<file path="config.mk">
export PLATFORM = sky130hd
export DESIGN_NAME = lsu_decode
export DESIGN_NICKNAME = d
export VERILOG_FILES = /design/src/lsu_pkg.sv /design/src/lsu_decode.sv
export VERILOG_INCLUDE_DIRS = /design/src
export SDC_FILE = /design/constraint.sdc
export NUM_CORES = 1
export LEC_CHECK = 0
export ABC_CLOCK_PERIOD_IN_PS = 1150
export BUFFER_PORTS_ARGS = -buffer_cell sky130_fd_sc_hd__buf_4
export CORE_MARGIN = 4
export CORE_UTILIZATION = 40
export DETAILED_ROUTE_END_ITERATION = 8
export PLACE_DENSITY = 0.9
export SYNTH_ARGS = -nofsm -noshare
export SYNTH_HDL_FRONTEND = slang
export SYNTH_SLANG_ARGS = --single-unit
</file>
<file path="constraint.sdc">
create_clock -name i_clk -period 1.15 [get_ports i_clk]
set_input_delay 0.23 -clock i_clk [delete_from_list [all_inputs] [get_ports i_clk]]
set_output_delay 0.23 -clock i_clk [all_outputs]
set_load 0.02 [all_outputs]
</file>
<file path="src/lsu_defines.svh">
`ifndef LSU_DEFINES_SVH
`define LSU_DEFINES_SVH

// Data and address width
`define LSU_XLEN 32

// Data memory of 256 words indexed by address bits [9:2]
`define LSU_DMEM_WORDS 256
`define LSU_DMEM_IDX_W 8

// Completion tag width
`define LSU_TAG_W 4

// Major opcodes
`define LSU_OP_LOAD  7'b0000011
`define LSU_OP_STORE 7'b0100011

// Load funct3 encodings
`define LSU_F3_LB  3'b000
`define LSU_F3_LH  3'b001
`define LSU_F3_LW  3'b010
`define LSU_F3_LBU 3'b100
`define LSU_F3_LHU 3'b101

// Store funct3 encodings
`define LSU_F3_SB 3'b000
`define LSU_F3_SH 3'b001
`define LSU_F3_SW 3'b010

`endif

</file>
<file path="src/lsu_pkg.sv">
package lsu_pkg;

  // --------------------------------------------------
  // Instruction word views
  // --------------------------------------------------

  // I-type layout as used by loads
  typedef struct packed {
    logic [11:0] imm;
    logic [4:0]  rs1;
    logic [2:0]  funct3;
    logic [4:0]  rd;
    logic [6:0]  opcode;
  } lsu_itype_t;

  // S-type layout with the immediate split around the register fields
  typedef struct packed {
    logic [6:0] imm_hi;
    logic [4:0] rs2;
    logic [4:0] rs1;
    logic [2:0] funct3;
    logic [4:0] imm_lo;
    logic [6:0] opcode;
  } lsu_stype_t;

  // Opcode and funct3 sit at the same bits in both views
  typedef union packed {
    lsu_itype_t itype;
    lsu_stype_t stype;
  } lsu_inst_u;

  // --------------------------------------------------
  // Access size and exception codes
  // --------------------------------------------------

  // Matches funct3[1:0] of the access
  typedef enum logic [1:0] {
    BYTE = 2'd0,
    HALF = 2'd1,
    WORD = 2'd2
  } lsu_size_e;

  typedef enum logic [1:0] {
    NONE        = 2'd0,
    ILLEGAL     = 2'd1,
    LD_MISALIGN = 2'd2,
    ST_MISALIGN = 2'd3
  } lsu_exc_e;

endpackage

</file>
<file path="src/lsu_decode.sv">
`include "lsu_defines.svh"

module lsu_decode
  import lsu_pkg::*;
(
  input  logic                  i_clk,
  input  logic                  i_reset_n,
  input  logic                  i_inst_valid,
  input  logic [31:0]           i_inst,
  input  logic [`LSU_XLEN-1:0]  i_rs1_data,
  input  logic [`LSU_XLEN-1:0]  i_rs2_data,
  input  logic [`LSU_TAG_W-1:0] i_tag,
  output logic                  o_valid,
  output logic                  o_is_store,
  output lsu_size_e             o_size,
  output logic                  o_unsigned,
  output lsu_exc_e              o_exc,
  output logic [31:0]           o_imm,
  output logic [`LSU_XLEN-1:0]  o_rs1_data,
  output logic [`LSU_XLEN-1:0]  o_rs2_data,
  output logic [`LSU_TAG_W-1:0] o_tag
);

  lsu_inst_u   w_inst;
  logic        w_is_store;
  lsu_size_e   w_size;
  logic        w_unsigned;
  lsu_exc_e    w_exc;
  logic [31:0] w_imm;

  assign w_inst = i_inst;

  // Anything not matched below stays ILLEGAL and is neither load nor store
  always_comb begin
    w_is_store = 1'b0;
    w_size     = WORD;
    w_unsigned = 1'b0;
    w_exc      = ILLEGAL;
    w_imm      = '0;
    case (w_inst.itype.opcode)
      `LSU_OP_LOAD: begin
        w_imm = {{20{w_inst.itype.imm[11]}}, w_inst.itype.imm};
        case (w_inst.itype.funct3)
          `LSU_F3_LB, `LSU_F3_LH, `LSU_F3_LW: begin
            w_size = lsu_size_e'(w_inst.itype.funct3[1:0]);
            w_exc  = NONE;
          end
          `LSU_F3_LBU, `LSU_F3_LHU: begin
            w_size     = lsu_size_e'(w_inst.itype.funct3[1:0]);
            w_unsigned = 1'b1;
            w_exc      = NONE;
          end
          default: ;
        endcase
      end
      `LSU_OP_STORE: begin
        w_imm = {{20{w_inst.stype.imm_hi[6]}}, w_inst.stype.imm_hi, w_inst.stype.imm_lo};
        case (w_inst.stype.funct3)
          `LSU_F3_SB, `LSU_F3_SH, `LSU_F3_SW: begin
            w_is_store = 1'b1;
            w_size     = lsu_size_e'(w_inst.stype.funct3[1:0]);
            w_exc      = NONE;
          end
          default: ;
        endcase
      end
      default: ;
    endcase
  end

  always_ff @(posedge i_clk, negedge i_reset_n) begin
    if (!i_reset_n) begin
      o_valid    <= 1'b0;
      o_is_store <= 1'b0;
      o_exc      <= NONE;
    end else begin
      o_valid    <= i_inst_valid;
      o_is_store <= i_inst_valid & w_is_store;
      o_exc      <= w_exc;
    end
  end

  // Operands and decoded payload
  always_ff @(posedge i_clk) begin
    if (i_inst_valid) begin
      o_size     <= w_size;
      o_unsigned <= w_unsigned;
      o_imm      <= w_imm;
      o_rs1_data <= i_rs1_data;
      o_rs2_data <= i_rs2_data;
      o_tag      <= i_tag;
    end
  end

endmodule

</file>
==> out/metrics.cfg, run 1 <==
[run_status]
outcome=finished with violations
failed_checks=setup timing

[placement]
gp_congestion=0.698
numPortBuffers=203
placed_cells=421

[global_route]
antenna_found_initial=0
grt_pass1_wl_mm=10.7
grt_start_max_net_pins=46
grt_usage_pct=16.1
gr-total-overflow=0
grt_pass1_vias=2084

[floorplan]
die_w_um=93.8
die_area_um2=8790
die_h_um=93.8
coreArea_um2=6980
start_util_pct=42.1
pin_count=210
rows=30

[clocking]
cts.sinks=86
path_clk_slew_ps=90
cts_tree=yes
clockBufferDepth=2
cts_buffers=9
htreeDepth=3
root_buffer=clkbuf_8

[critical_path]
crit_path_max_fanout=21
critPathKind=flop to output port
required_ps=920
end_kind=output port
arrival_ps=1050
cp-start-kind=flop

[finish]
nets=440
nFillCells=519
finalNonFillerCells=438
areaGrowthSynthToFinish_pct=61.5
drive_above_1_share_pct=66.7
antenna_cells=0

[detailed_routing]
via_per_inst=4.39
ant_nets=0
first_pass_iters=4
drtIter0Drc=68
drc_errors=0
totalWireLength_mm=7.53
num_vias=1922
wl_per_cell_um=17.2

[min_path]
hold_path_startpoint=i_rs1_data[31]
worstHoldEndpoint=o_rs1_data[31]
min_delay_path_depth=1
hp-class=primary input to flop

[power_and_ir_drop]
leakagePower_nw=2.05
ir_drop_mv=0.780
p_per_area_nw_per_um2=1420
finalPower_mw=6.75

[synth]
synth-compound-area-share_pct=0.595
synth_top_family_by_area=buffers and inverters
synth-simple-area-share_pct=4.51
yosysWarnings=0
synth_mux_area_share_pct=1.70
synth.area.top_cells=edfxtp_1 (85%), buf_4 (5.6%), dfrtp_1 (2.6%), mux2i_1 (1.7%), and2_1 (1.5%)
syn_inst=139
netlist_area_um2=2940
synth_top_cell_by_area=edfxtp_1
synth_adder_area_share_pct=0
synth_cell_type_count=18
syn_avg_cell_area_um2=21.2
synth_nets=242
synth_xor_area_share_pct=0
synth-seq-cells=86
ys_seq_area_share_pct=87.3
synth_top_area_share_pct=84.7

[run]
max_cap_violations=0

[sta]
finalSetupViolations=21
finalCriticalPeriod_ps=1280
timing.fmax_mhz=779
rsz0062_at_grt=yes
drv_slew=0
finalHoldViolations=0
timing.final.crit_share_pct=112
fin_ws_ps=-134

[cell type report]
class,instances,area (µm²),share of cell area (%)
clock buffers,9,124,2.61
clock inverters,7,51.3,1.08
multi-input cells,30,204,4.29
flip-flops and latches,86,2570,54.1
well taps,96,120,2.53
repair buffers,210,1680,35.4
[through the flow]
step                      instance area [µm²]  setup TNS (ps)  setup slack (ps)  hold WS [ps]  util (%)
after floorplan                          2940           -1170             -58.4         -65.6         -
after global routing                     4750           -3940              -183          42.0      68.0
after CTS                                4690           -3370              -162          47.7      67.2
after detailed placement                 4490           -62.9             -41.5          24.3      64.2
after global placement                   4490               0              5.62          20.4      64.2
final                                    4750           -2760              -134          66.1      68.0
[layout by cell type (no fill, tap or decap), types with 3 or more instances in the layout]
cell type | Yosys | layout
and2_1 | 7 | 7
buf_4 | 22 | 186
nor2_1 | 6 | 6
mux2i_1 | 5 | 5
dfrtp_1 | 3 | 3
edfxtp_1 | 83 | 83
clkbuf_8 | 0 | 9
buf_6 | 0 | 21
clkinvlp_4 | 0 | 4
[per-layer routing]
layer	GRT usage [%]	part of all wire, %
met4	5.66	1.5
met3	4.33	8.7
met2	32.2	59
met5	0	0
met1	15.4	31
[sequential cells by signal (all words and copies together), names as in the netlist]
| name | cells |
|---|---|
| o_exc | 1 |
| o_valid | 1 |
| o_unsigned | 1 |
| o_size | 2 |
| o_imm | 12 |
| o_rs1_data | 32 |
| o_rs2_data | 32 |
| o_is_store | 1 |
| o_tag | 4 |
[power breakdown]
part	internal [mW]	total (mW)	switching, mW
combinational	0.584	1.17	0.582
clock	0.784	1.83	1.05
sequential	3.68	3.76	0.0780
total	5.05	6.75	1.71
[critical path: stages (launching register included)]
cell,delay (ps)
edfxtp_1,390
buf_6,170
buf_4,160
[repair_timing]
item / 4_1_cts / 5_1_grt
hold endpoints to repair: 3 / 0
buffers inserted: 0 / 0
endpoints found under the setup margin: 25 / 41
gates resized for setup: 5 / 16
hold buffers: 1 / 0
[worst max path at each step]
stage	from	end	slack, ps	depth (start not counted)
finish	o_imm[30]	o_imm[22]	-130	2
global route	o_imm[30]	o_imm[22]	-180	2
CTS	o_imm[30]	o_imm[22]	-160	2
detailed placement	i_inst[3]	o_size[1]	-40	4
global placement	i_inst[3]	o_size[1]	6	4
floorplan	o_imm[30]	o_imm[12]	-60	1
[synth_stat cells]
master    number
edfxtp_1      83
buf_4         22
and2_1         7
nor2_1         6
mux2i_1        5
dfrtp_1        3
nor2_2         2
a211oi_1       1
a21oi_1        1
and3_1         1
and4_1         1
buf_2          1
conb_1         1
nand2_1        1
nand3b_1       1
nand4_2        1
nor4b_2        1
o21ai_0        1
[cell families (layout without fill, tap and decap cells)]
logic type | after synthesis | count (layout)
flops | 86 | 86
buf+inv | 23 | 226
simple gates | 21 | 21
mux | 5 | 5
compound gates | 3 | 3
other cells | 1 | 1
No activity file was read; power rests on OpenSTA's default activity.
==> run 2, diff against run 1 <==
CELL_PAD_IN_SITES_DETAIL_PLACEMENT = 0   (was unset)
CELL_PAD_IN_SITES_GLOBAL_PLACEMENT = 1   (was unset)
CORE_UTILIZATION = 31   (was 40)
==> run 2 against run 1 <==
The run still ends with setup timing left. Sequential share of layout area fell by 2.4 points. Cell count increased by 6.8%. Combinational power up 5%. First-iteration DRC count is 66% higher. Largest cell class unchanged.
==> out/metrics.cfg, run 2 (synthesis gave the netlist of run 1 again) <==
[run_status]
outcome=finished with violations
failed_checks=setup timing

[critical_path]
path_depth=2
crit_path_cell_trace=buf_6, buf_4
slowest_stage=edfxtp_1
end_kind=output port
arrival_ps=1090
endpoint=o_imm[19]
cpPeakStageDelay_ps=410
crit_path_max_fanout=21
cp-start-kind=flop
startpoint=o_imm[30]
required_ps=920
cp_top_family=flip-flops
critPathKind=flop to output port
cp.buffers_inverters=2

[finish]
antenna_cells=0
areaGrowthSynthToFinish_pct=69.0
drive_above_1_share_pct=66.4
reg.largest.list=o_rs1_data: 32 flops, o_rs2_data: 32 flops, o_imm: 12 flops
final_common_cell=buf_4
layout_common_cells=buf_4 (144), edfxtp_1 (83), buf_6 (61)
fin_util_pct=53.8
nets=439
finalNonFillerCells=468

[floorplan]
start_util_pct=31.8
die_area_um2=11100
die_h_um=105
pin_count=210
coreArea_um2=9240
rows=35
die_w_um=105

[power_and_ir_drop]
ir_drop_mv=0.775
p_per_area_nw_per_um2=1450
leakagePower_nw=2.13

[detailed_routing]
first_pass_iters=4
num_vias=1955
drtIter0Drc=113
wl_per_cell_um=16.1
drc_errors=0
via_per_inst=4.18
totalWireLength_mm=7.55
ant_nets=0

[global_route]
gr-total-overflow=0
grt_pass1_vias=2043
grt_pass1_wl_mm=11.1
grt_start_max_net_pins=33
antenna_found_initial=0
grt_usage_pct=13.2

[clocking]
cts.sinks=86
htreeDepth=3
cts_tree=yes
clockBufferDepth=2
cts_buffers=9
path_clk_slew_ps=90
post_cts_buffers=0
root_buffer=clkbuf_8

[sta]
finalHoldViolations=0
drv_slew=0
finalCriticalPeriod_ps=1320
timing.final.crit_share_pct=115
timing.fmax_mhz=756
whs_ps=56.7
rsz0062_at_grt=yes
fin_ws_ps=-172
finalSetupViolations=22

[placement]
placed_cells=453
place_ws_ps=-37.8
gp_congestion=0.713
numPortBuffers=203

[run]
max_cap_violations=0

[min_path]
hp-class=primary input to flop

run 2: worst min-delay path by stage:
stage	slack [ps]	depth (start not counted)	endpoint	start
finish	60	1	o_rs1_data[16]	i_rs1_data[16]
global route	20	1	o_rs1_data[16]	i_rs1_data[16]
CTS	40	1	o_rs1_data[16]	i_rs1_data[16]
detailed placement	20	1	o_is_store	i_reset_n
global placement	20	1	o_valid	i_reset_n
floorplan	-70	0	o_exc[0]	i_reset_n
run 2: stage by stage:
stage | cell area, µm² | setup TNS (ps) | power [mW]
finish | 4970 | -3610 | 7.20
global route | 4970 | -5850 | 7.49
CTS | 4770 | -4340 | 7.19
detailed placement | 4530 | -73.5 | 4.97
global placement | 4530 | -54.5 | 4.94
floorplan | 2940 | -1170 | 4.26
run 2: routing by layer:
metal / global-route usage (%) / part of all wire [%]
met5: 0 / 0
met4: 6.19 / 2.6
met3: 5.02 / 7.4
met2: 24.0 / 56
met1: 13.1 / 34
run 2: what timing repair did:
action	in CTS	in global routing
setup endpoints to repair	28	82
endpoints found under the hold margin	3	0
hold buffers	1	0
resized for setup	8	53
run 2: final cells by class:
| cell class | instances | area, µm² |
|---|---|---|
| repair buffers | 209 | 1840 |
| flip-flops and latches | 86 | 2570 |
| clock inverters | 5 | 76.3 |
| clock buffers | 9 | 124 |
| fillers | 751 | 4270 |
| well taps | 129 | 161 |
| multi-input cells | 30 | 204 |
run 2: power by group:
part / total [mW] / switching, mW / leakage [nW] / internal, mW
Sequential: 3.78 / 0.0936 / 0.843 / 3.68
Clock: 2.19 / 1.00 / 0.0986 / 1.19
Combinational: 1.23 / 0.583 / 1.18 / 0.648
Total: 7.20 / 1.68 / 2.13 / 5.52
