$ cat src/lsu_defines.svh
`ifndef LSU_DEFINES_SVH
`define LSU_DEFINES_SVH

// Data and address width
`define LSU_XLEN 32

// Data memory of 256 words indexed by address bits [9:2]
`define LSU_DMEM_WORDS 256
`define LSU_DMEM_IDX_W 8

// Completion tag width
`define LSU_TAG_W 4

// Major opcodes
`define LSU_OP_LOAD  7'b0000011
`define LSU_OP_STORE 7'b0100011

// Load funct3 encodings
`define LSU_F3_LB  3'b000
`define LSU_F3_LH  3'b001
`define LSU_F3_LW  3'b010
`define LSU_F3_LBU 3'b100
`define LSU_F3_LHU 3'b101

// Store funct3 encodings
`define LSU_F3_SB 3'b000
`define LSU_F3_SH 3'b001
`define LSU_F3_SW 3'b010

`endif

$ cat src/lsu_pkg.sv
package lsu_pkg;

  // --------------------------------------------------
  // Instruction word views
  // --------------------------------------------------

  // I-type layout as used by loads
  typedef struct packed {
    logic [11:0] imm;
    logic [4:0]  rs1;
    logic [2:0]  funct3;
    logic [4:0]  rd;
    logic [6:0]  opcode;
  } lsu_itype_t;

  // S-type layout with the immediate split around the register fields
  typedef struct packed {
    logic [6:0] imm_hi;
    logic [4:0] rs2;
    logic [4:0] rs1;
    logic [2:0] funct3;
    logic [4:0] imm_lo;
    logic [6:0] opcode;
  } lsu_stype_t;

  // Opcode and funct3 sit at the same bits in both views
  typedef union packed {
    lsu_itype_t itype;
    lsu_stype_t stype;
  } lsu_inst_u;

  // --------------------------------------------------
  // Access size and exception codes
  // --------------------------------------------------

  // Matches funct3[1:0] of the access
  typedef enum logic [1:0] {
    BYTE = 2'd0,
    HALF = 2'd1,
    WORD = 2'd2
  } lsu_size_e;

  typedef enum logic [1:0] {
    NONE        = 2'd0,
    ILLEGAL     = 2'd1,
    LD_MISALIGN = 2'd2,
    ST_MISALIGN = 2'd3
  } lsu_exc_e;

endpackage

$ cat src/lsu_result.sv
`include "lsu_defines.svh"

module lsu_result
  import lsu_pkg::*;
(
  input  logic                  i_clk,
  input  logic                  i_reset_n,
  input  logic                  i_valid,
  input  logic                  i_load,
  input  lsu_size_e             i_size,
  input  logic                  i_unsigned,
  input  logic [1:0]            i_offset,
  input  lsu_exc_e              i_exc,
  input  logic [`LSU_TAG_W-1:0] i_tag,
  input  logic [`LSU_XLEN-1:0]  i_rdata,
  output logic                  o_done_valid,
  output logic [`LSU_TAG_W-1:0] o_done_tag,
  output lsu_exc_e              o_done_exc,
  output logic                  o_wr_valid,
  output logic [`LSU_XLEN-1:0]  o_wr_data
);

  logic [7:0]           w_byte;
  logic [15:0]          w_half;
  logic [`LSU_XLEN-1:0] w_load_data;
  logic                 w_wr;

  // --------------------------------------------------
  // Lane select and extension
  // --------------------------------------------------
  assign w_byte = i_rdata[{i_offset, 3'b000} +: 8];
  assign w_half = i_offset[1] ? i_rdata[`LSU_XLEN-1:16] : i_rdata[15:0];

  always_comb begin
    case (i_size)
      BYTE:    w_load_data = {{(`LSU_XLEN-8){w_byte[7] & ~i_unsigned}}, w_byte};
      HALF:    w_load_data = {{(`LSU_XLEN-16){w_half[15] & ~i_unsigned}}, w_half};
      default: w_load_data = i_rdata;
    endcase
  end

  // Only clean loads write back
  assign w_wr = i_valid && i_load && (i_exc == NONE);

  // --------------------------------------------------
  // Completion report
  // --------------------------------------------------
  always_ff @(posedge i_clk, negedge i_reset_n) begin
    if (!i_reset_n) begin
      o_done_valid <= 1'b0;
      o_wr_valid   <= 1'b0;
    end else begin
      o_done_valid <= i_valid;
      o_wr_valid   <= w_wr;
    end
  end

  always_ff @(posedge i_clk) begin
    if (i_valid) begin
      o_done_tag <= i_tag;
      o_done_exc <= i_exc;
      o_wr_data  <= w_wr ? w_load_data : '0;
    end
  end

endmodule

$ cat config.mk
export PLATFORM = sky130hd
export DESIGN_NAME = lsu_result
export DESIGN_NICKNAME = d
export VERILOG_FILES = /design/src/lsu_pkg.sv /design/src/lsu_result.sv
export VERILOG_INCLUDE_DIRS = /design/src
export SDC_FILE = /design/constraint.sdc
export NUM_CORES = 1
export LEC_CHECK = 0
export BUFFER_PORTS_ARGS = -buffer_cell sky130_fd_sc_hd__buf_2
export CORE_UTILIZATION = 52
export CTS_CLUSTER_DIAMETER = 30
export DETAILED_ROUTE_END_ITERATION = 6
export HOLD_SLACK_MARGIN = 0.06
export PLACE_DENSITY_LB_ADDON = 0.25
export SYNTH_ARGS = -nofsm -noshare
export SYNTH_HDL_FRONTEND = slang
export SYNTH_SLANG_ARGS = --single-unit
$ cat constraint.sdc
create_clock -name i_clk -period 0.8 [get_ports i_clk]
set_input_delay 0.08 -clock i_clk [delete_from_list [all_inputs] [get_ports i_clk]]
set_output_delay 0.08 -clock i_clk [all_outputs]
set_load 0.05 [all_outputs]
==> flow_metrics.tcl, run 1 <==
set metrics [dict create \
    yosysSeqAreaShare 0.564 \
    numCtsBuffers 5 \
    synth_xor_area_frac 0 \
    antenna_left 0 \
    dr.pass1.iters 5 \
    dp_hpwl_um 3730 \
    crit_path_cell_trace "buf_6" \
    synth_top_family_by_area "compound AO/OA/AOI/OAI gates" \
    clkTransAtPathRegs_ns 0.08 \
    cp.arrival_ns 0.93 \
    final-max-slew-violation-count 0 \
    gp_congestion 0.819 \
    syn_inst 180 \
    synth_async_sr_flop_share 0.0500 \
    cp-startpoint "o_wr_data[14]$_SDFFCE_PN0P_" \
    path_class "reg2out" \
    finalHoldViolations 0 \
    yosys.area_share.simple 0.170 \
    rsz0062_at_grt "yes" \
    yosysWarnings 0 \
    fin_ws_ns -0.210 \
    cts_tree "yes" \
    initial_utilization 0.560 \
    core_mm2 0.00377 \
    ios 87 \
    avgSynthCellArea_um2 11.7 \
    layout_commonest_cell "buf_6" \
    power_density_mw_per_mm2 1710 \
    wire_per_inst_um 23.0 \
    synth_seq_cells 40 \
    grt-ovfl-total 0 \
    cp_top_family "flip-flops" \
    end_kind "primary output" \
    layout-drive-gt1-share 0.500 \
    synth-edff-count 38 \
    leakagePower_nw 1.45 \
    final_cell_mix "buf_6 (45), buf_2 (42), edfxtp_1 (38)" \
    synth_mux_area_frac 0.0533 \
    grt_antenna_before_repair 0 \
    fin_nets 348 \
    grt_max_degree 30 \
    required_ns 0.72 \
    diodes 0 \
    synthTopCellsByArea "edfxtp_1 (54%), a21oi_1 (5.7%), nor2b_1 (4.4%)" \
    worst_pin_slew_ns 0.344 \
    die_w_um 65.7 \
    grt_usage 0.339 \
    wirelength_um 8050 \
    cts_root_buf "clkbuf_8" \
    path_max_fanout 1 \
    syn-cell-area_mm2 0.00211 \
    synth_flop_cell "edfxtp_1" \
    preCtsSetupSlack_ns -0.530 \
    synth_compound_area_frac 0.173 \
    maxCapViolCount 0 \
    fmax_mhz 990 \
    grt_pass1_vias 2057 \
    rows 22 \
    cts_sinks 40 \
    drc 0 \
    fin_hold_ws_ns 0.152 \
    fin_tns_setup_ns -10.21 \
    num_vias 2199 \
    cpPeakStageDelay_ns 0.44 \
    crit_path_top_delay_cell "edfxtp_1" \
    portBuffers 86 \
    synthAdderAreaFrac 0 \
    relSlewSlack 0.771 \
    violations "setup timing" \
    viasPerCell 6.28 \
    hold_path.class "in2async" \
    clockBufferDepth 2 \
    ir_drop_uv 1030 \
    drt_iter0_drc 332 \
    synthToLayoutAreaGrowth_pct 63.2 \
    grt_pass1_wl_um 10500 \
    synth_top_area_frac 0.541 \
    cts_htree_levels 2 \
    postCtsSetupBuffers 0 \
    path_buf_inv 1 \
    setup-violations-final 71 \
    fp.dieArea_mm2 0.00432 \
    fin_crit_ns 1.01 \
    yosysTopAreaCell "edfxtp_1" \
    syn_nets 227 \
    synth_cell_types 32 \
    fin_crit_sh 1.26 \
    startpoint_type "flop" \
    die_h_um 65.7 \
    status "finished, violations left" \
]
==> kinds of logic (layout without fill, tap and decap cells) <==
family / Yosys count / count (layout)
mux: 11 / 11
flops: 40 / 40
buf+inv: 16 / 137
simple gates: 62 / 63
compound gates: 51 / 51
==> per-layer routing <==
metal,part of all wire,GRT usage
met1,0.34,0.404
met2,0.50,0.573
met3,0.092,0.0677
met4,0.063,0.182
met5,0,0
==> area by class of cell <==
type | instances | area (um2)
multi-input combinational | 125 | 976
sequential | 40 | 1190
inverter | 2 | 7.51
clock buffer | 6 | 72.6
timing repair buffer | 127 | 1100
tap | 48 | 60.1
clock inverter | 2 | 35.0
fill | 149 | 327
==> cell usage after synthesis, types with 2 or more instances <==
library cell  instances
nand2_1              23
dfrtp_1               2
o21ai_0               8
o311a_1               7
buf_6                 2
nor2_1                2
nand2b_1              7
and3b_1               8
buf_2                 3
mux2_2                2
a21oi_1              24
clkbuf_1              7
o31a_1                7
mux2i_1               9
nor2b_1              15
edfxtp_1             38
==> sequential cells by signal, summed over array words and instances (netlist names) <==
| name | count |
|---|---|
| o_done_tag | 4 |
| o_wr_valid | 1 |
| o_done_exc | 2 |
| o_done_valid | 1 |
| o_wr_data | 32 |
==> final timing paths <==
| path | endpoint | slack (ns) | cells after the start |
|---|---|---|---|
| worst max-delay path | o_wr_data[14] | -0.21 | 1 |
| worst min-delay path | o_done_valid$_DFF_PN0_ | 0.15 | 2 |
| max in group asynchronous | o_wr_valid$_DFF_PN0_ | 0.54 | 2 |
| min in group i_clk | o_wr_data[20]$_SDFFCE_PN0P_ | 0.17 | 3 |
==> through the flow <==
stage | power [W] | cell area, um2 | std cells | util
floorplan | 0.00330 | 2140 | 180 | -
global placement | 0.00375 | 2810 | 334 | 0.746
detailed placement | 0.00378 | 2810 | 334 | 0.746
CTS | 0.00566 | 3380 | 350 | 0.897
global route | 0.00601 | 3440 | 350 | 0.913
finish | 0.00588 | 3440 | 350 | 0.913
==> report_power, final <==
| part | internal (W) | total, W | switching, W |
|---|---|---|---|
| clock | 0.000927 | 0.00169 | 0.000760 |
| sequential | 0.00242 | 0.00250 | 0.0000745 |
| combinational | 0.000698 | 0.00169 | 0.000994 |
| total | 0.00405 | 0.00588 | 0.00183 |
==> what timing repair did <==
item,4_1_cts,5_1_grt
setup endpoints to repair,72,72
pin swaps,21,0
gates resized for setup,118,13
hold buffers,7,0
cloned,1,0
hold endpoints to repair,8,0
(Power assumes the default switching activity.)
==> run 2, diff against run 1 <==
ABC_AREA = 1   (was not set)
CORE_UTILIZATION = 51   (was 52)
HOLD_SLACK_MARGIN = not set   (was 0.06)
PLACE_DENSITY = 0.85   (was not set)
PLACE_DENSITY_LB_ADDON = not set   (was 0.25)
==> run 2 against run 1 <==
Effect of this change:
- the run ends with DRC, setup timing left
- clock-buffer cell count shrank 1
- first-iteration DRC count grew 50%
- synthesized cell count grew 24%
- global-route usage grew 1.8 points
- utilization grew 6.1 points
- setup slack lost 0.059 ns
- die area grew 0.67%
- maximum frequency shrank 5.5%
- non-clock buffer count grew 1
- via count grew 24%
- sequential share of layout area shrank 2.4 points
- flip-flop and latch count is the same
- critical endpoint is now o_wr_data[26]
==> flow_metrics.tcl, run 2 <==
set metrics [dict create \
    clockBufferDepth 2 \
    num_vias 2722 \
    power.switching_w 0.00217 \
    fin_nets 395 \
    syn_inst 223 \
    initial_utilization 0.549 \
    syn-cell-area_mm2 0.00208 \
    grt_max_degree 40 \
    die_w_um 65.9 \
    layout-drive-gt1-share 0.585 \
    p_comb_frac 0.267 \
    gp_congestion 0.847 \
    post-synth-top-count-cell "nand2_1" \
    setup-violations-final 70 \
    synth_flop_cell "edfxtp_1" \
    fin_hold_ws_ns 0.158 \
    synth_cell_types 21 \
    grt_antenna_before_repair 0 \
    yosysSeqAreaShare 0.571 \
    status "finished, violations left" \
    p_seq_frac 0.369 \
    synth_seq_cells 40 \
    cp_top_family "flip-flops" \
    grt-ovfl-total 0 \
    final_cell_mix "nand2_1 (68), buf_6 (51), buf_2 (39)" \
    viasPerCell 6.86 \
    multi_input_area_um2 981 \
    rows 22 \
    cpPeakStageDelay_ns 0.47 \
    finalHoldViolations 0 \
    synthTopCellsByArea "edfxtp_1 (55%), nand2_1 (16%), a21oi_1 (5.5%)" \
    worst_pin_slew_ns 0.532 \
    wire_per_inst_um 28.5 \
    grt_pass1_wl_um 10900 \
    violations "DRC, setup timing" \
    final_util 0.974 \
    crit_path_cell_trace "buf_6" \
    antenna_left 0 \
    cts_tree "yes" \
    leakagePower_nw 1.66 \
    avgSynthCellArea_um2 9.35 \
    syn_nets 270 \
    cp.arrival_ns 0.99 \
    yosysWarnings 0 \
    core_mm2 0.00380 \
    synth-edff-count 38 \
    dr.pass1.iters 7 \
    end_kind "primary output" \
    p_clk_frac 0.364 \
    ys_top_cells_by_count "nand2_1 (89), edfxtp_1 (38), a21oi_1 (23)" \
    clkTransAtPathRegs_ns 0.10 \
    die_h_um 65.9 \
    fin_ws_ns -0.270 \
    path_max_fanout 1 \
    fmax_mhz 935 \
    regMostFlops "o_wr_data" \
    fin_crit_sh 1.34 \
    required_ns 0.72 \
    maxCapViolCount 0 \
    crit_path_top_delay_cell "edfxtp_1" \
    cts_root_buf "clkbuf_8" \
    dp_hpwl_um 3790 \
    largest_register_ffs 32 \
    synth_top_area_frac 0.547 \
    ir_drop_uv 1990 \
    path_buf_inv 1 \
    preCtsSetupSlack_ns -0.390 \
    drc 20 \
    synthToLayoutAreaGrowth_pct 77.6 \
    ios 87 \
    layout_commonest_cell "nand2_1" \
    fillers 57 \
    seqCellArea_mm2 0.00119 \
    drt_iter0_drc 498 \
    path_class "reg2out" \
    grt_usage 0.357 \
    portBuffers 86 \
    power_density_mw_per_mm2 1840 \
    grt_pass1_vias 2171 \
    stdcell_count 397 \
    synth_async_sr_flop_share 0.0500 \
    startpoint_type "flop" \
    yosysTopAreaCell "edfxtp_1" \
    fin_crit_ns 1.07 \
    relSlewSlack 0.645 \
    rsz0062_at_grt "yes" \
    placedCellCount 374 \
    cts_htree_levels 2 \
    numCtsBuffers 5 \
    wirelength_um 11300 \
    reg_top3 "o_wr_data x32, o_done_tag x4, o_done_exc x2" \
    sw_frac_of_total 0.319 \
    final-max-slew-violation-count 0 \
    fp.dieArea_mm2 0.00435 \
    cts_sinks 40 \
    internal_power_w 0.00463 \
    hold_path.class "in2async" \
    diodes 0 \
]
-- run 2: cell types whose count changed after synthesis, sizes merged, moves of 8 or more --
cell,previous run,this run
nand2,23,91
inv,1,19
nor2b,15,0
a21oi,24,33
mux2i,9,0
and3b,8,0
nand2b,8,0
-- run 2: path summary, 6_finish.rpt --
| check | from | end | slack (ns) | depth (start not counted) |
|---|---|---|---|---|
| max in group asynchronous | i_reset_n | o_done_valid$_DFF_PN0_ | 0.54 | 2 |
| hold / removal | i_reset_n | o_wr_valid$_DFF_PN0_ | 0.16 | 2 |
| setup / recovery | o_wr_data[26]$_SDFFCE_PN0P_ | o_wr_data[26] | -0.27 | 1 |
| min in group i_clk | i_rdata[20] | o_wr_data[20]$_SDFFCE_PN0P_ | 0.16 | 3 |
-- run 2: cell type report --
| type | count | area share |
|---|---|---|
| clock buffers | 5 | 0.0186 |
| clock inverters | 3 | 0.0243 |
| inverters | 21 | 0.0301 |
| multi-input cells | 151 | 0.265 |
| flip-flops and latches | 40 | 0.322 |
| well taps | 48 | 0.0162 |
| repair buffers | 128 | 0.322 |
| repair inverters | 1 | 0.00237 |
-- run 2: timing repair --
item,CTS,global route
hold endpoints to repair,8,0
resized for setup,99,87
endpoints found under the setup margin,66,71
setup buffers,1,7
pin swaps,5,29
hold buffers,7,0
gates cloned,0,1
-- run 2: through the flow --
| step | setup TNS (ns) | total power, W | instance area, um2 |
|---|---|---|---|
| finish | -9.53 | 0.00680 | 3700 |
| floorplan | -5.34 | 0.00330 | 2160 |
| detailed placement | -18.28 | 0.00371 | 2800 |
| CTS | -5.56 | 0.00622 | 3350 |
| global placement | -16.95 | 0.00369 | 2800 |
| global route | -10.63 | 0.00686 | 3700 |
-- run 2: kinds of logic after synthesis --
group / share of synthesized area
compound gates: 0.150
buf+inv: 0.0846
flops: 0.571
simple gates: 0.194
-- run 2: power by group through the flow --
| stage | combinational (W) | clock (W) | sequential, W |
|---|---|---|---|
| floorplan | 0.000346 | 0 | 0.00296 |
| global placement | 0.00120 | 0 | 0.00249 |
| detailed placement | 0.00122 | 0 | 0.00249 |
| CTS | 0.00144 | 0.00230 | 0.00248 |
| global route | 0.00184 | 0.00251 | 0.00251 |
| finish | 0.00181 | 0.00248 | 0.00251 |
-- run 2: metal layers --
metal | vias to the layer above | global-route usage | wire length [um]
li1 | 991 | - | -
met4 | 0 | 0.181 | 1330
met3 | 142 | 0.0793 | 1530
met5 | - | 0 | 0
met1 | 1204 | 0.403 | 3360
met2 | 385 | 0.629 | 5100
