===== src/lsu_defines.svh =====
`ifndef LSU_DEFINES_SVH
`define LSU_DEFINES_SVH

// Data and address width
`define LSU_XLEN 32

// Data memory of 256 words indexed by address bits [9:2]
`define LSU_DMEM_WORDS 256
`define LSU_DMEM_IDX_W 8

// Completion tag width
`define LSU_TAG_W 4

// Major opcodes
`define LSU_OP_LOAD  7'b0000011
`define LSU_OP_STORE 7'b0100011

// Load funct3 encodings
`define LSU_F3_LB  3'b000
`define LSU_F3_LH  3'b001
`define LSU_F3_LW  3'b010
`define LSU_F3_LBU 3'b100
`define LSU_F3_LHU 3'b101

// Store funct3 encodings
`define LSU_F3_SB 3'b000
`define LSU_F3_SH 3'b001
`define LSU_F3_SW 3'b010

`endif


===== src/lsu_pkg.sv =====
package lsu_pkg;

  // --------------------------------------------------
  // Instruction word views
  // --------------------------------------------------

  // I-type layout as used by loads
  typedef struct packed {
    logic [11:0] imm;
    logic [4:0]  rs1;
    logic [2:0]  funct3;
    logic [4:0]  rd;
    logic [6:0]  opcode;
  } lsu_itype_t;

  // S-type layout with the immediate split around the register fields
  typedef struct packed {
    logic [6:0] imm_hi;
    logic [4:0] rs2;
    logic [4:0] rs1;
    logic [2:0] funct3;
    logic [4:0] imm_lo;
    logic [6:0] opcode;
  } lsu_stype_t;

  // Opcode and funct3 sit at the same bits in both views
  typedef union packed {
    lsu_itype_t itype;
    lsu_stype_t stype;
  } lsu_inst_u;

  // --------------------------------------------------
  // Access size and exception codes
  // --------------------------------------------------

  // Matches funct3[1:0] of the access
  typedef enum logic [1:0] {
    BYTE = 2'd0,
    HALF = 2'd1,
    WORD = 2'd2
  } lsu_size_e;

  typedef enum logic [1:0] {
    NONE        = 2'd0,
    ILLEGAL     = 2'd1,
    LD_MISALIGN = 2'd2,
    ST_MISALIGN = 2'd3
  } lsu_exc_e;

endpackage


===== src/lsu_execute.sv =====
`include "lsu_defines.svh"

module lsu_execute
  import lsu_pkg::*;
(
  input  logic                       i_clk,
  input  logic                       i_reset_n,
  input  logic                       i_valid,
  input  logic                       i_is_store,
  input  lsu_size_e                  i_size,
  input  logic                       i_unsigned,
  input  lsu_exc_e                   i_exc,
  input  logic [31:0]                i_imm,
  input  logic [`LSU_XLEN-1:0]       i_rs1_data,
  input  logic [`LSU_XLEN-1:0]       i_rs2_data,
  input  logic [`LSU_TAG_W-1:0]      i_tag,
  output logic                       o_mem_en,
  output logic                       o_mem_we,
  output logic [`LSU_DMEM_IDX_W-1:0] o_mem_index,
  output logic [3:0]                 o_mem_be,
  output logic [`LSU_XLEN-1:0]       o_mem_wdata,
  output logic                       o_res_valid,
  output logic                       o_res_load,
  output lsu_size_e                  o_res_size,
  output logic                       o_res_unsigned,
  output logic [1:0]                 o_res_offset,
  output lsu_exc_e                   o_res_exc,
  output logic [`LSU_TAG_W-1:0]      o_res_tag
);

  logic [`LSU_XLEN-1:0] w_addr;
  logic [1:0]           w_offset;
  logic                 w_misalign;
  lsu_exc_e             w_exc;
  logic                 w_legal;
  logic [3:0]           w_be;

  // --------------------------------------------------
  // Address generation and alignment
  // --------------------------------------------------
  assign w_addr   = i_rs1_data + i_imm;
  assign w_offset = w_addr[1:0];

  assign w_misalign = ((i_size == HALF) && w_addr[0]) ||
                      ((i_size == WORD) && (w_offset != 2'b00));

  // Decode exception wins over misalignment
  assign w_exc = (i_exc != NONE) ? i_exc :
                 w_misalign      ? (i_is_store ? ST_MISALIGN : LD_MISALIGN) :
                                   NONE;

  assign w_legal = i_valid && (w_exc == NONE);

  // --------------------------------------------------
  // Memory request
  // --------------------------------------------------
  always_comb begin
    w_be        = 4'b1111;
    o_mem_wdata = i_rs2_data;
    case (i_size)
      BYTE: begin
        w_be        = 4'b0001 << w_offset;
        o_mem_wdata = {4{i_rs2_data[7:0]}};
      end
      HALF: begin
        w_be        = 4'b0011 << w_offset;
        o_mem_wdata = {2{i_rs2_data[15:0]}};
      end
      default: ;
    endcase
  end

  assign o_mem_en    = w_legal;
  assign o_mem_we    = w_legal && i_is_store;
  assign o_mem_index = w_addr[`LSU_DMEM_IDX_W+1:2];
  assign o_mem_be    = o_mem_we ? w_be : 4'b0000;

  // Side-band toward the result stage in step with the memory read
  always_ff @(posedge i_clk, negedge i_reset_n) begin
    if (!i_reset_n) begin
      o_res_valid <= 1'b0;
      o_res_load  <= 1'b0;
    end else begin
      o_res_valid <= i_valid;
      o_res_load  <= i_valid && !i_is_store && (i_exc == NONE);
    end
  end

  always_ff @(posedge i_clk) begin
    if (i_valid) begin
      o_res_size     <= i_size;
      o_res_unsigned <= i_unsigned;
      o_res_offset   <= w_offset;
      o_res_exc      <= w_exc;
      o_res_tag      <= i_tag;
    end
  end

endmodule


===== config.mk =====
export PLATFORM = sky130hd
export DESIGN_NAME = lsu_execute
export DESIGN_NICKNAME = d
export VERILOG_FILES = /design/src/lsu_pkg.sv /design/src/lsu_execute.sv
export VERILOG_INCLUDE_DIRS = /design/src
export SDC_FILE = /design/constraint.sdc
export NUM_CORES = 1
export LEC_CHECK = 0
export BUFFER_PORTS_ARGS = -buffer_cell sky130_fd_sc_hd__buf_4
export CAP_MARGIN = 40
export CELL_PAD_IN_SITES_DETAIL_PLACEMENT = 1
export CELL_PAD_IN_SITES_GLOBAL_PLACEMENT = 2
export CORE_MARGIN = 4
export CORE_UTILIZATION = 15
export DETAILED_ROUTE_END_ITERATION = 8
export MAX_ROUTING_LAYER = met4
export PLACE_DENSITY_LB_ADDON = 0.1
export RECOVER_POWER = 50
export REMOVE_ABC_BUFFERS = 1
export SYNTH_ARGS = -nofsm -noshare
export SYNTH_HDL_FRONTEND = slang
export SYNTH_SLANG_ARGS = --single-unit

===== constraint.sdc =====
create_clock -name i_clk -period 3.05 [get_ports i_clk]
set_input_delay 0.4575 -clock i_clk [delete_from_list [all_inputs] [get_ports i_clk]]
set_output_delay 0.4575 -clock i_clk [all_outputs]
set_load 0.02 [all_outputs]

==> results.md, run 1 <==
- # DRC: 0
- Synth area leader: edfxtp_1
- Leak: 1.11 nW
- Vias post-DR: 1477
- CTS root buffer: clkbuf_8
- DIE AREA: 0.0108 sq mm
- Crit Path Max Fanout: 5
- Final WS setup: 0.240 ns
- Die H: 104 microns
- Routed WL per cell: 14.0 microns
- PD cells: 338 mW/mm^2
- Register area share after synthesis: 0.276
- Final period util: 0.921
- CP peak stage delay: 0.49 ns
- CTS tree: built
- Slew Limit Fails: 0
- Die span in x: roughly 100 microns
- Cell-internal power: 0.500 mW
- Synth cell count leaders: 17 x buf_4, 16 x mux2_2, 12 x o21ai_0
- Worst rel slew slack: 0.521
- Largest net degree at the start of global routing: 18
- Fin crit period: 2.81 ns
- Worst slew pin tran: 0.718 ns
- Clock Sink Count: 13
- Final GP Congestion: 0.668
- Worst-path clk slew: roughly 0.050 ns
- F_max: 356 MHz
- Dpl hpwl: 4480 microns
- All-Layer GR Usage: 0.0943
- WP data arrival: 2.35 ns
- Share of the synthesized area in the top cell type: 0.240
- Top cell by count, worst path: buf_4
- Port-buffer cells: 123
- Vias in the first global route: 1658
- Syn_area_per_cell: ~9.5 sq um
- Ys async rst share: 0.154
- Fillers: 1043
- Layout cells sized above 1: 0.514
- Cell variety after synth: 33
- Status: finished, final reports clean
- I/O pin count: about 170
- Synth Warn #: 0
- Net switching power: ~0.28 mW
- Place WS: 0.161 ns
- Initial antenna violation count: 0
- Register share of total power: 0.274
- Design Power: 0.778 mW
- HP Start: i_is_store
- Cell Rows: 34
- # H-tree levels: 1
- Area Growth Syn to Fin: 67.2%
- Worst-path cell chain: buf_4 > ha_1 > inv_1 > fa_1 > nor2b_1 > nor3_1 > o21ai_0 > nand4_1 > buf_4 > a21oi_1 > buf_4
- Clock group share of total power: 0.186
- Switch share: 0.357
- CP startpoint kind: primary input
- Avg Vias per Cell: around 4.0
- RSZ-0062 raised after global routing: false
- Critical path class: primary input to primary output
- Syn Std Cell Area: 0.00138 sq mm
- Clock buffer depth: 2
- Critical path capture point type: primary output
- Final nets: 377
- Top_reg_cell synth: edfxtp_1
- Comb power frac: 0.540
- Routed wire length: ~5100 microns
- Final ANT Viol Nets: 0
- Setup violators final: 0
- First-pass detailed-route iteration total: 3
- TritonCTS buffer count: 3
- Total core area: 0.00881 sq mm
- Worst endpoint required time: 2.59 ns
- Final hold viol count: 0
- Worst hold path type: primary input to flop
- Post-synth EDFFs: 11
- MaxCap Viol Count: 0
- Initial Utilization: 0.156
- Synth Instances: 145
- Maximum vdd drop: 0.0000905 V
- Setup_tns: 0 ns
- FF+latch count, synth: 13
- Main area contributors after synthesis: edfxtp_1 24%, mux2_2 13%, buf_4 9.3%, ha_1 8.2%, mux2i_1 5.8%
- Hold Crit Depth: 2
- DRT iter0 DRCs: 20
- Grt total ovfl: 0
- First-pass GRT wire length: approximately 8300 microns
- ANT cells: 0
- Hold path endpoint: o_res_load
- Slowest-stage cell, CP: fa_1
- Most frequent cell after synthesis: buf_4
-- area by class of cell --
class,count,area (sq um),area share
Multi-Input combinational cell,103,822,0.357
Clock buffer,4,45.0,0.0196
Sequential cell,13,380,0.165
Timing Repair Buffer,128,885,0.384
Inverter,9,33.8,0.0147
Tap cell,108,135,0.0587
-- worst max path at each step --
stage / slack, ns / endpoint / startpoint
after floorplan: 0.36 / o_mem_be[1] / i_imm[0]
after global placement: 0.16 / o_mem_be[3] / i_imm[0]
after detailed placement: 0.16 / o_mem_be[3] / i_imm[0]
after CTS: 0.15 / o_mem_be[3] / i_imm[0]
after global routing: 0.02 / o_mem_be[3] / i_imm[0]
final: 0.24 / o_mem_be[3] / i_imm[0]
-- worst max-delay path: cells and delay by family --
kind / cells / cell delay [ns]
adder cells (fa/ha/maj): 2 / 0.65
AND/OR/NAND/NOR: 3 / 0.35
AO/OA/AOI/OAI: 2 / 0.38
buffers and inverters: 4 / 0.51
-- layer usage --
layer	up-vias	track usage	routed length, microns
met1	693	0.111	2110
met2	61	0.173	2700
met3	0	0.0205	293
met5	-	-	0
li1	723	-	-
met4	0	0.00570	0
-- kinds of logic after synthesis --
logic type | Yosys count | share of synthesized area
simple gates | 31 | 0.109
compound gates | 29 | 0.145
flops | 13 | 0.276
buf+inv | 29 | 0.126
mux | 24 | 0.189
xor+xnor | 9 | 0.0573
fa+ha+maj | 10 | 0.0964
-- power by group through the flow --
| stage | Clock (mW) | Combinational (mW) | Sequential [mW] |
|---|---|---|---|
| final | 0.145 | 0.420 | 0.213 |
| after floorplan | 0 | 0.191 | 0.235 |
| after global placement | 0 | 0.443 | 0.216 |
| after detailed placement | 0 | 0.442 | 0.217 |
| after CTS | 0.154 | 0.445 | 0.213 |
| after global routing | 0.161 | 0.461 | 0.214 |
-- stage by stage --
stage                     utilization  cells  cell area [sq um]  hold slack, ns
after floorplan                     -    125               1240           0.162
after CTS                       0.269    364               2370           0.385
after detailed placement        0.263    359               2320           0.241
after global routing            0.261    365               2300           0.407
after global placement          0.263    359               2320           0.241
final                           0.261    365               2300           0.398
-- sequential cells by signal, summed over array words and instances (netlist names) --
name	flops
o_res_load	1
o_res_valid	1
o_res_unsigned	1
o_res_tag	4
o_res_offset	2
o_res_exc	2
o_res_size	2
-- placed cells by master, fill, tap and decap left out, types with 2 or more instances in the layout --
master / synthesis / routed
a21o_1: 4 / 4
a21oi_1: 7 / 7
buf_4: 17 / 101
clkbuf_1: 2 / 22
clkbuf_4: 0 / 5
clkbuf_8: 0 / 3
dfrtp_1: 2 / 2
edfxtp_1: 11 / 11
ha_1: 9 / 9
inv_1: 9 / 9
mux2_2: 16 / 16
mux2i_1: 8 / 8
nand2_1: 9 / 9
nand3_1: 2 / 2
nor2_1: 10 / 10
nor3_1: 2 / 2
o21ai_0: 12 / 12
xnor2_1: 8 / 8
-- repair_timing --
| item | in CTS | in global routing |
|---|---|---|
| hold buffers | 1 | 0 |
| hold endpoints to repair | 2 | 0 |
| setup buffers | 0 | 1 |
| endpoints found under the setup margin | 0 | 1 |
| resized for setup | 0 | 0 |
(Power assumes the default switching activity.)
==> run 2: changes to the inputs <==
Settings changed: ABC_AREA from default to 1, CORE_UTILIZATION 15 to 14.
==> results.md, run 2 <==
- Post CTS Setup Buffer Count: 0 (unchanged)
- Biggest register: o_res_tag
- DRT iter0 DRCs: 21 (+5.0%)
- Post-synth EDFFs: 11 (unchanged)
- ANT cells: 0 (unchanged)
- Avg Vias per Cell: 3.78 (-6.5%)
- Top_reg_cell synth: edfxtp_1
- Vias in the first global route: 1826 (+10%)
- Cell variety after synth: 21 (-36%)
- Design Power: 0.770 mW (-1.0%)
- # H-tree levels: 1 (unchanged)
- MaxCap Viol Count: 0 (unchanged)
- Most common cell after layout, fill and taps aside: buf_4
- Worst rel slew slack: 0.303 (-0.219)
- HP Start: i_is_store
- I/O pin count: 168 (unchanged)
- Initial Utilization: 0.143 (-0.0135)
- Slew Limit Fails: 0 (unchanged)
- Largest register FFs: 4 (unchanged)
- Port-buffer cells: 123 (unchanged)
- Share of the synthesized area in the top cell type: 0.238 (-0.00216)
- FF+latch count, synth: 13 (unchanged)
- PD cells: 331 mW/mm^2 (-2.0%)
- Synth area leader: edfxtp_1
- RSZ-0062 raised after global routing: false
- Fin crit period: 2.76 ns (-0.0482 ns)
- Final period util: 0.906 (-0.0158)
- Ys async rst share: 0.154 (unchanged)
- # DRC: 0 (unchanged)
- Worst endpoint required time: 2.59 ns (about the same)
- Critical path capture point type: primary output
- Clock buffer depth: 2 (unchanged)
- Worst-path clk slew: 0.05 ns (about the same)
- Hold path endpoint: o_res_load
- Synth Instances: 211 (+46%)
- F_max: 362 MHz (+1.7%)
- Syn Std Cell Area: 0.00139 sq mm (+0.91%)
- Syn_area_per_cell: 6.58 sq um (-31%)
- Main area contributors after synthesis: edfxtp_1 24%, nand2_1 22%, buf_4 8.6%, ha_1 8.1%, nand3_1 5.8%
- Hold Buf Count CTS: 1 (unchanged)
- Cell Rows: 36 (+5.9%)
- Die H: 108 microns (+3.7%)
- Final GP Congestion: 0.705 (+5.5%)
- TritonCTS buffer count: 3 (unchanged)
- CTS tree: built
- Routed WL per cell: 12.9 microns (-7.9%)
- Final nets: 441 (+17%)
- Setup violators final: 0 (unchanged)
- DIE AREA: 0.0116 sq mm (+7.5%)
- Dpl hpwl: 5070 microns (+13%)
- First-pass GRT wire length: 8940 microns (+7.4%)
- Worst slew pin tran: 1.05 ns (+0.328 ns)
- CTS root buffer: clkbuf_8
- Routed wire length: 5850 microns (+15%)
- Synth Warn #: 0 (unchanged)
- Grt total ovfl: 0 (unchanged)
- Synth cell count leaders: 82 x nand2_1, 20 x inv_1, 16 x buf_4, 16 x nand3_1, 14 x o21ai_0
- Area Growth Syn to Fin: 67.4%
- Post-CTS Resized: 0 (unchanged)
- Setup_tns: 0 ns (unchanged)
- Largest net degree at the start of global routing: 25 (+7)
- Layout cells sized above 1: 0.343 (-0.171)
- Maximum vdd drop: 0.0000852 V (-5.8%)
- All-Layer GR Usage: 0.0993 (+0.00506)
- Vias post-DR: 1718 (+16%)
- Total core area: 0.00973 sq mm (+10%)
- Initial antenna violation count: 0 (unchanged)
- WP data arrival: 2.30 ns (-0.05 ns)
- Crit Path Max Fanout: 5 (unchanged)
- Leak: 1.23 nW (+11%)
- Final ANT Viol Nets: 0 (unchanged)
- Most frequent cell after synthesis: nand2_1
- Worst hold path type: primary input to flop
- Hold Crit Depth: 2 (unchanged)
- Final hold viol count: 0 (unchanged)
- Clock Sink Count: 13 (unchanged)
- Register area share after synthesis: 0.274 (-0.00249)
- Die span in x: 108 microns (+3.7%)
- Status: finished, final reports clean
- First-pass detailed-route iteration total: 4 (+1)
- CP startpoint kind: primary input
- Commonest non-fill, non-tap cells in the layout: 96 x buf_4, 82 x nand2_1, 23 x clkbuf_1
- Critical path class: primary input to primary output
==> run 2: metal layers <==
metal,global-route usage,part of all wire,up-vias
li1,-,-,877
met1,0.111,0.41,786
met2,0.191,0.53,53
met3,0.0120,0.054,2
met4,0.0162,0.0033,0
met5,-,0,-
==> run 2: through the flow <==
stage | area (sq um) | util | hold WS, ns | instances | worst slack [ns]
6_report | 2320 | 0.239 | 0.398 | 454 | 0.288
5_1_grt | 2320 | 0.239 | 0.403 | 454 | 0.0997
4_1_cts | 2410 | 0.248 | 0.384 | 454 | 0.293
3_5_place_dp | 2350 | 0.242 | 0.244 | 449 | 0.311
3_3_place_gp | 2350 | 0.242 | 0.243 | 449 | 0.285
2_1_floorplan | 1250 | - | 0.162 | 191 | 0.493
==> run 2: worst max-delay path by stage <==
stage,from,end,slack (ns)
2_1_floorplan,i_imm[0],o_mem_be[0],0.49
3_3_place_gp,i_imm[0],o_mem_be[2],0.28
3_5_place_dp,i_imm[0],o_mem_be[2],0.31
4_1_cts,i_imm[0],o_mem_be[1],0.29
5_1_grt,i_imm[0],o_mem_be[0],0.1
6_report,i_imm[0],o_mem_be[2],0.29
==> run 2: final cells by class <==
type	instances	area (sq um)
clock inverter	1	5.00
inverter	21	78.8
sequential	13	380
fill	1251	7400
multi-input combinational	157	791
clock buffer	3	41.3
tap	133	166
timing repair buffer	126	862
==> run 2: cells by family (layout without fill, tap and decap cells) <==
| group | Yosys count | after routing | synth area share |
|---|---|---|---|
| AO/OA/AOI/OAI | 24 | 24 | 0.0892 |
| XOR/XNOR | 7 | 7 | 0.0441 |
| adder cells (fa/ha/maj) | 10 | 10 | 0.0955 |
| buffers and inverters | 41 | 151 | 0.157 |
| flip-flops | 13 | 13 | 0.274 |
| AND/OR/NAND/NOR | 116 | 116 | 0.341 |
==> run 2: report_power, final <==
| part | switching (mW) | leakage (nW) | internal (mW) | total [mW] |
|---|---|---|---|---|
| logic | 0.235 | 1.07 | 0.175 | 0.410 |
| clock network | 0.0577 | 0.0255 | 0.0898 | 0.148 |
| registers | 0.00306 | 0.133 | 0.209 | 0.213 |
==> run 2: worst max-delay path, stage by stage <==
cell,delay [ns]
clkbuf_4,0.10
ha_1,0.17
inv_1,0.07
fa_1,0.58
nand2_1,0.10
nand2_1,0.07
nand2_1,0.07
nand2_1,0.09
nand3_1,0.11
nor2_4,0.14
nand2_2,0.09
nor2_1,0.10
buf_4,0.16
==> run 3: changes to the inputs <==
Settings changed: CORE_ASPECT_RATIO from default to 1.2.
==> results.md, run 3 (synthesis results as in run 2) <==
- Status: finished, final reports clean
- Slew Limit Fails: 0 (unchanged)
- CP top delay family: simple AND/OR/NAND/NOR gates
- Routed wire length: 6040 microns (+3.3%)
- Worst-case hold slack: 0.396 ns (-0.00211 ns)
- Grt total ovfl: 0 (unchanged)
- Total core area: 0.00961 sq mm (-1.2%)
- Final nets: 441 (unchanged)
- Layout cells sized above 1: 0.340 (-0.00312)
- I/O pin count: 168 (unchanged)
- Die H: 117 microns (+8.8%)
- Largest register FFs: 4 (unchanged)
- CTS root buffer: clkbuf_16
- Biggest register: o_res_tag
- DRT iter0 DRCs: 45 (+110%)
- Die span in x: 98.9 microns (-8.1%)
- Fin crit period: 2.79 ns (+0.0234 ns)
- PD cells: 371 mW/mm^2 (+12%)
- Maximum vdd drop: 0.000154 V (+81%)
- Fillers: 1185 (-5.3%)
- CP startpoint kind: primary input
- MaxCap Viol Count: 0 (unchanged)
- # H-tree levels: 1 (unchanged)
- CP peak stage delay: 0.58 ns (about the same)
- Area Growth Syn to Fin: 68.8%
- Clock Sink Count: 13 (unchanged)
- Worst rel slew slack: 0.231 (-0.0721)
- Top cell by count, worst path: nand2_1
- Critical path capture point type: primary output
- Comb power frac: 0.474 (-0.058)
- First-pass GRT wire length: 9230 microns (+3.2%)
- DIE AREA: 0.0116 sq mm (about the same)
- Worst endpoint required time: 2.59 ns (about the same)
- Setup_tns: 0 ns (unchanged)
- CP bufs+invs: 3 (unchanged)
- # DRC: 0 (unchanged)
- Port-buffer cells: 123 (unchanged)
- Switch share: 0.355 (-0.0297)
- Vias in the first global route: 1800 (-1.4%)
- Final hold viol count: 0 (unchanged)
- HP Start: i_is_store
- Final GP Congestion: 0.684 (-3.0%)
- Hold path endpoint: o_res_load
- Setup violators final: 0 (unchanged)
- Avg Vias per Cell: 3.87 (+2.3%)
- Register share of total power: 0.245 (-0.031)
- CTS tree: built
- Crit Path Max Fanout: 5 (unchanged)
- Worst-path cell chain: clkbuf_4 > ha_1 > inv_1 > fa_1 > nand2_1 > nand2_1 > nand2_1 > nand2_1 > nand3_1 > nor2_4 > nand2_2 > nor2_1 > buf_4
- Vias post-DR: 1718 (unchanged)
- Leak: 1.24 nW (+1.0%)
- Initial antenna violation count: 0 (unchanged)
- Hold Crit Depth: 2 (unchanged)
- Largest net degree at the start of global routing: 28 (+12%)
- ANT cells: 0 (unchanged)
- TritonCTS buffer count: 3 (unchanged)
- WP data arrival: 2.33 ns (+0.03 ns)
- Worst slew pin tran: 1.15 ns (+0.108 ns)
- Worst hold path type: primary input to flop
- Clock buffer depth: 2 (unchanged)
- Net switching power: 0.309 mW (+4.3%)
- Cell Rows: 39 (+8.3%)
- F_max: 359 MHz (-0.84%)
- Final period util: 0.913 (+0.00766)
- All-Layer GR Usage: 0.104 (+0.00453)
- Commonest non-fill, non-tap cells in the layout: 96 x buf_4, 82 x nand2_1, 24 x clkbuf_1
- Design Area, Final: 0.00234 sq mm (+0.86%)
- Routed WL per cell: 13.6 microns (+5.7%)
- Slowest-stage cell, CP: fa_1
- Worst-path clk slew: 0.04 ns (about the same)
- Placement Cell Area: 0.00234 sq mm (-0.53%)
- Dpl hpwl: 5110 microns (+0.86%)
- Clock group share of total power: 0.282 (+0.090)
- Cell-internal power: 0.561 mW (+18%)
- Critical path class: primary input to primary output
- Most common cell after layout, fill and taps aside: buf_4
- Final ANT Viol Nets: 0 (unchanged)
- First-pass detailed-route iteration total: 4 (unchanged)
- Initial Utilization: 0.144 (+0.00173)
- RSZ-0062 raised after global routing: false
==> run 3: cell count changes in the layout (fill, tap and decap cells not counted) <==
| cell | before | now |
|---|---|---|
| clkbuf_16 | 0 | 3 |
| clkbuf_1 | 23 | 24 |
| clkbuf_8 | 3 | 0 |
| clkinv_2 | 1 | 0 |
==> run 3: metal layers <==
metal / global-route usage / wire (microns) / vias to the layer above
li1: - / - / 877
met1: 0.106 / 2270 / 771
met2: 0.208 / 3380 / 65
met3: 0.0130 / 334 / 5
met4: 0.0246 / 53 / 0
met5: - / 0 / -
==> run 3: cell type report <==
cell class / count / area (sq um) / share of cell area
Timing Repair Buffer: 126 / 862 / 0.368
Multi-Input combinational cell: 157 / 791 / 0.337
Tap cell: 123 / 154 / 0.0656
Inverter: 21 / 78.8 / 0.0336
Clock buffer: 4 / 78.8 / 0.0336
Sequential cell: 13 / 380 / 0.162
==> run 3: worst max-delay path by stage <==
stage / from / endpoint / slack (ns) / cells past startpoint
final: i_imm[0] / o_mem_be[1] / 0.26 / 13
after global routing: i_imm[0] / o_mem_be[1] / 0.03 / 13
after CTS: i_imm[0] / o_mem_be[0] / 0.21 / 13
after detailed placement: i_imm[0] / o_mem_be[0] / 0.21 / 13
after global placement: i_imm[0] / o_mem_be[0] / 0.23 / 13
after floorplan: i_imm[0] / o_mem_be[0] / 0.49 / 11
==> run 3: repair_timing <==
action,CTS,global route
gates resized for setup,0,0
setup buffers,0,0
endpoints found under the setup margin,0,0
hold endpoints to repair,2,0
hold buffers,1,0
==> run 3: power groups by stage <==
| stage | combinational, mW | clock [mW] | sequential (mW) |
|---|---|---|---|
| global route | 0.455 | 0.267 | 0.214 |
| detailed placement | 0.437 | 0 | 0.217 |
| finish | 0.412 | 0.245 | 0.213 |
| CTS | 0.440 | 0.259 | 0.214 |
| global placement | 0.438 | 0 | 0.216 |
| floorplan | 0.181 | 0 | 0.235 |
==> run 3: through the flow <==
stage / util / worst slack, ns / total power [mW] / std cells
after floorplan: - / 0.493 / 0.416 / 191
final: 0.244 / 0.265 / 0.870 / 444
after global routing: 0.244 / 0.0349 / 0.936 / 444
after detailed placement: 0.244 / 0.209 / 0.654 / 439
after CTS: 0.253 / 0.210 / 0.913 / 444
after global placement: 0.244 / 0.234 / 0.655 / 439
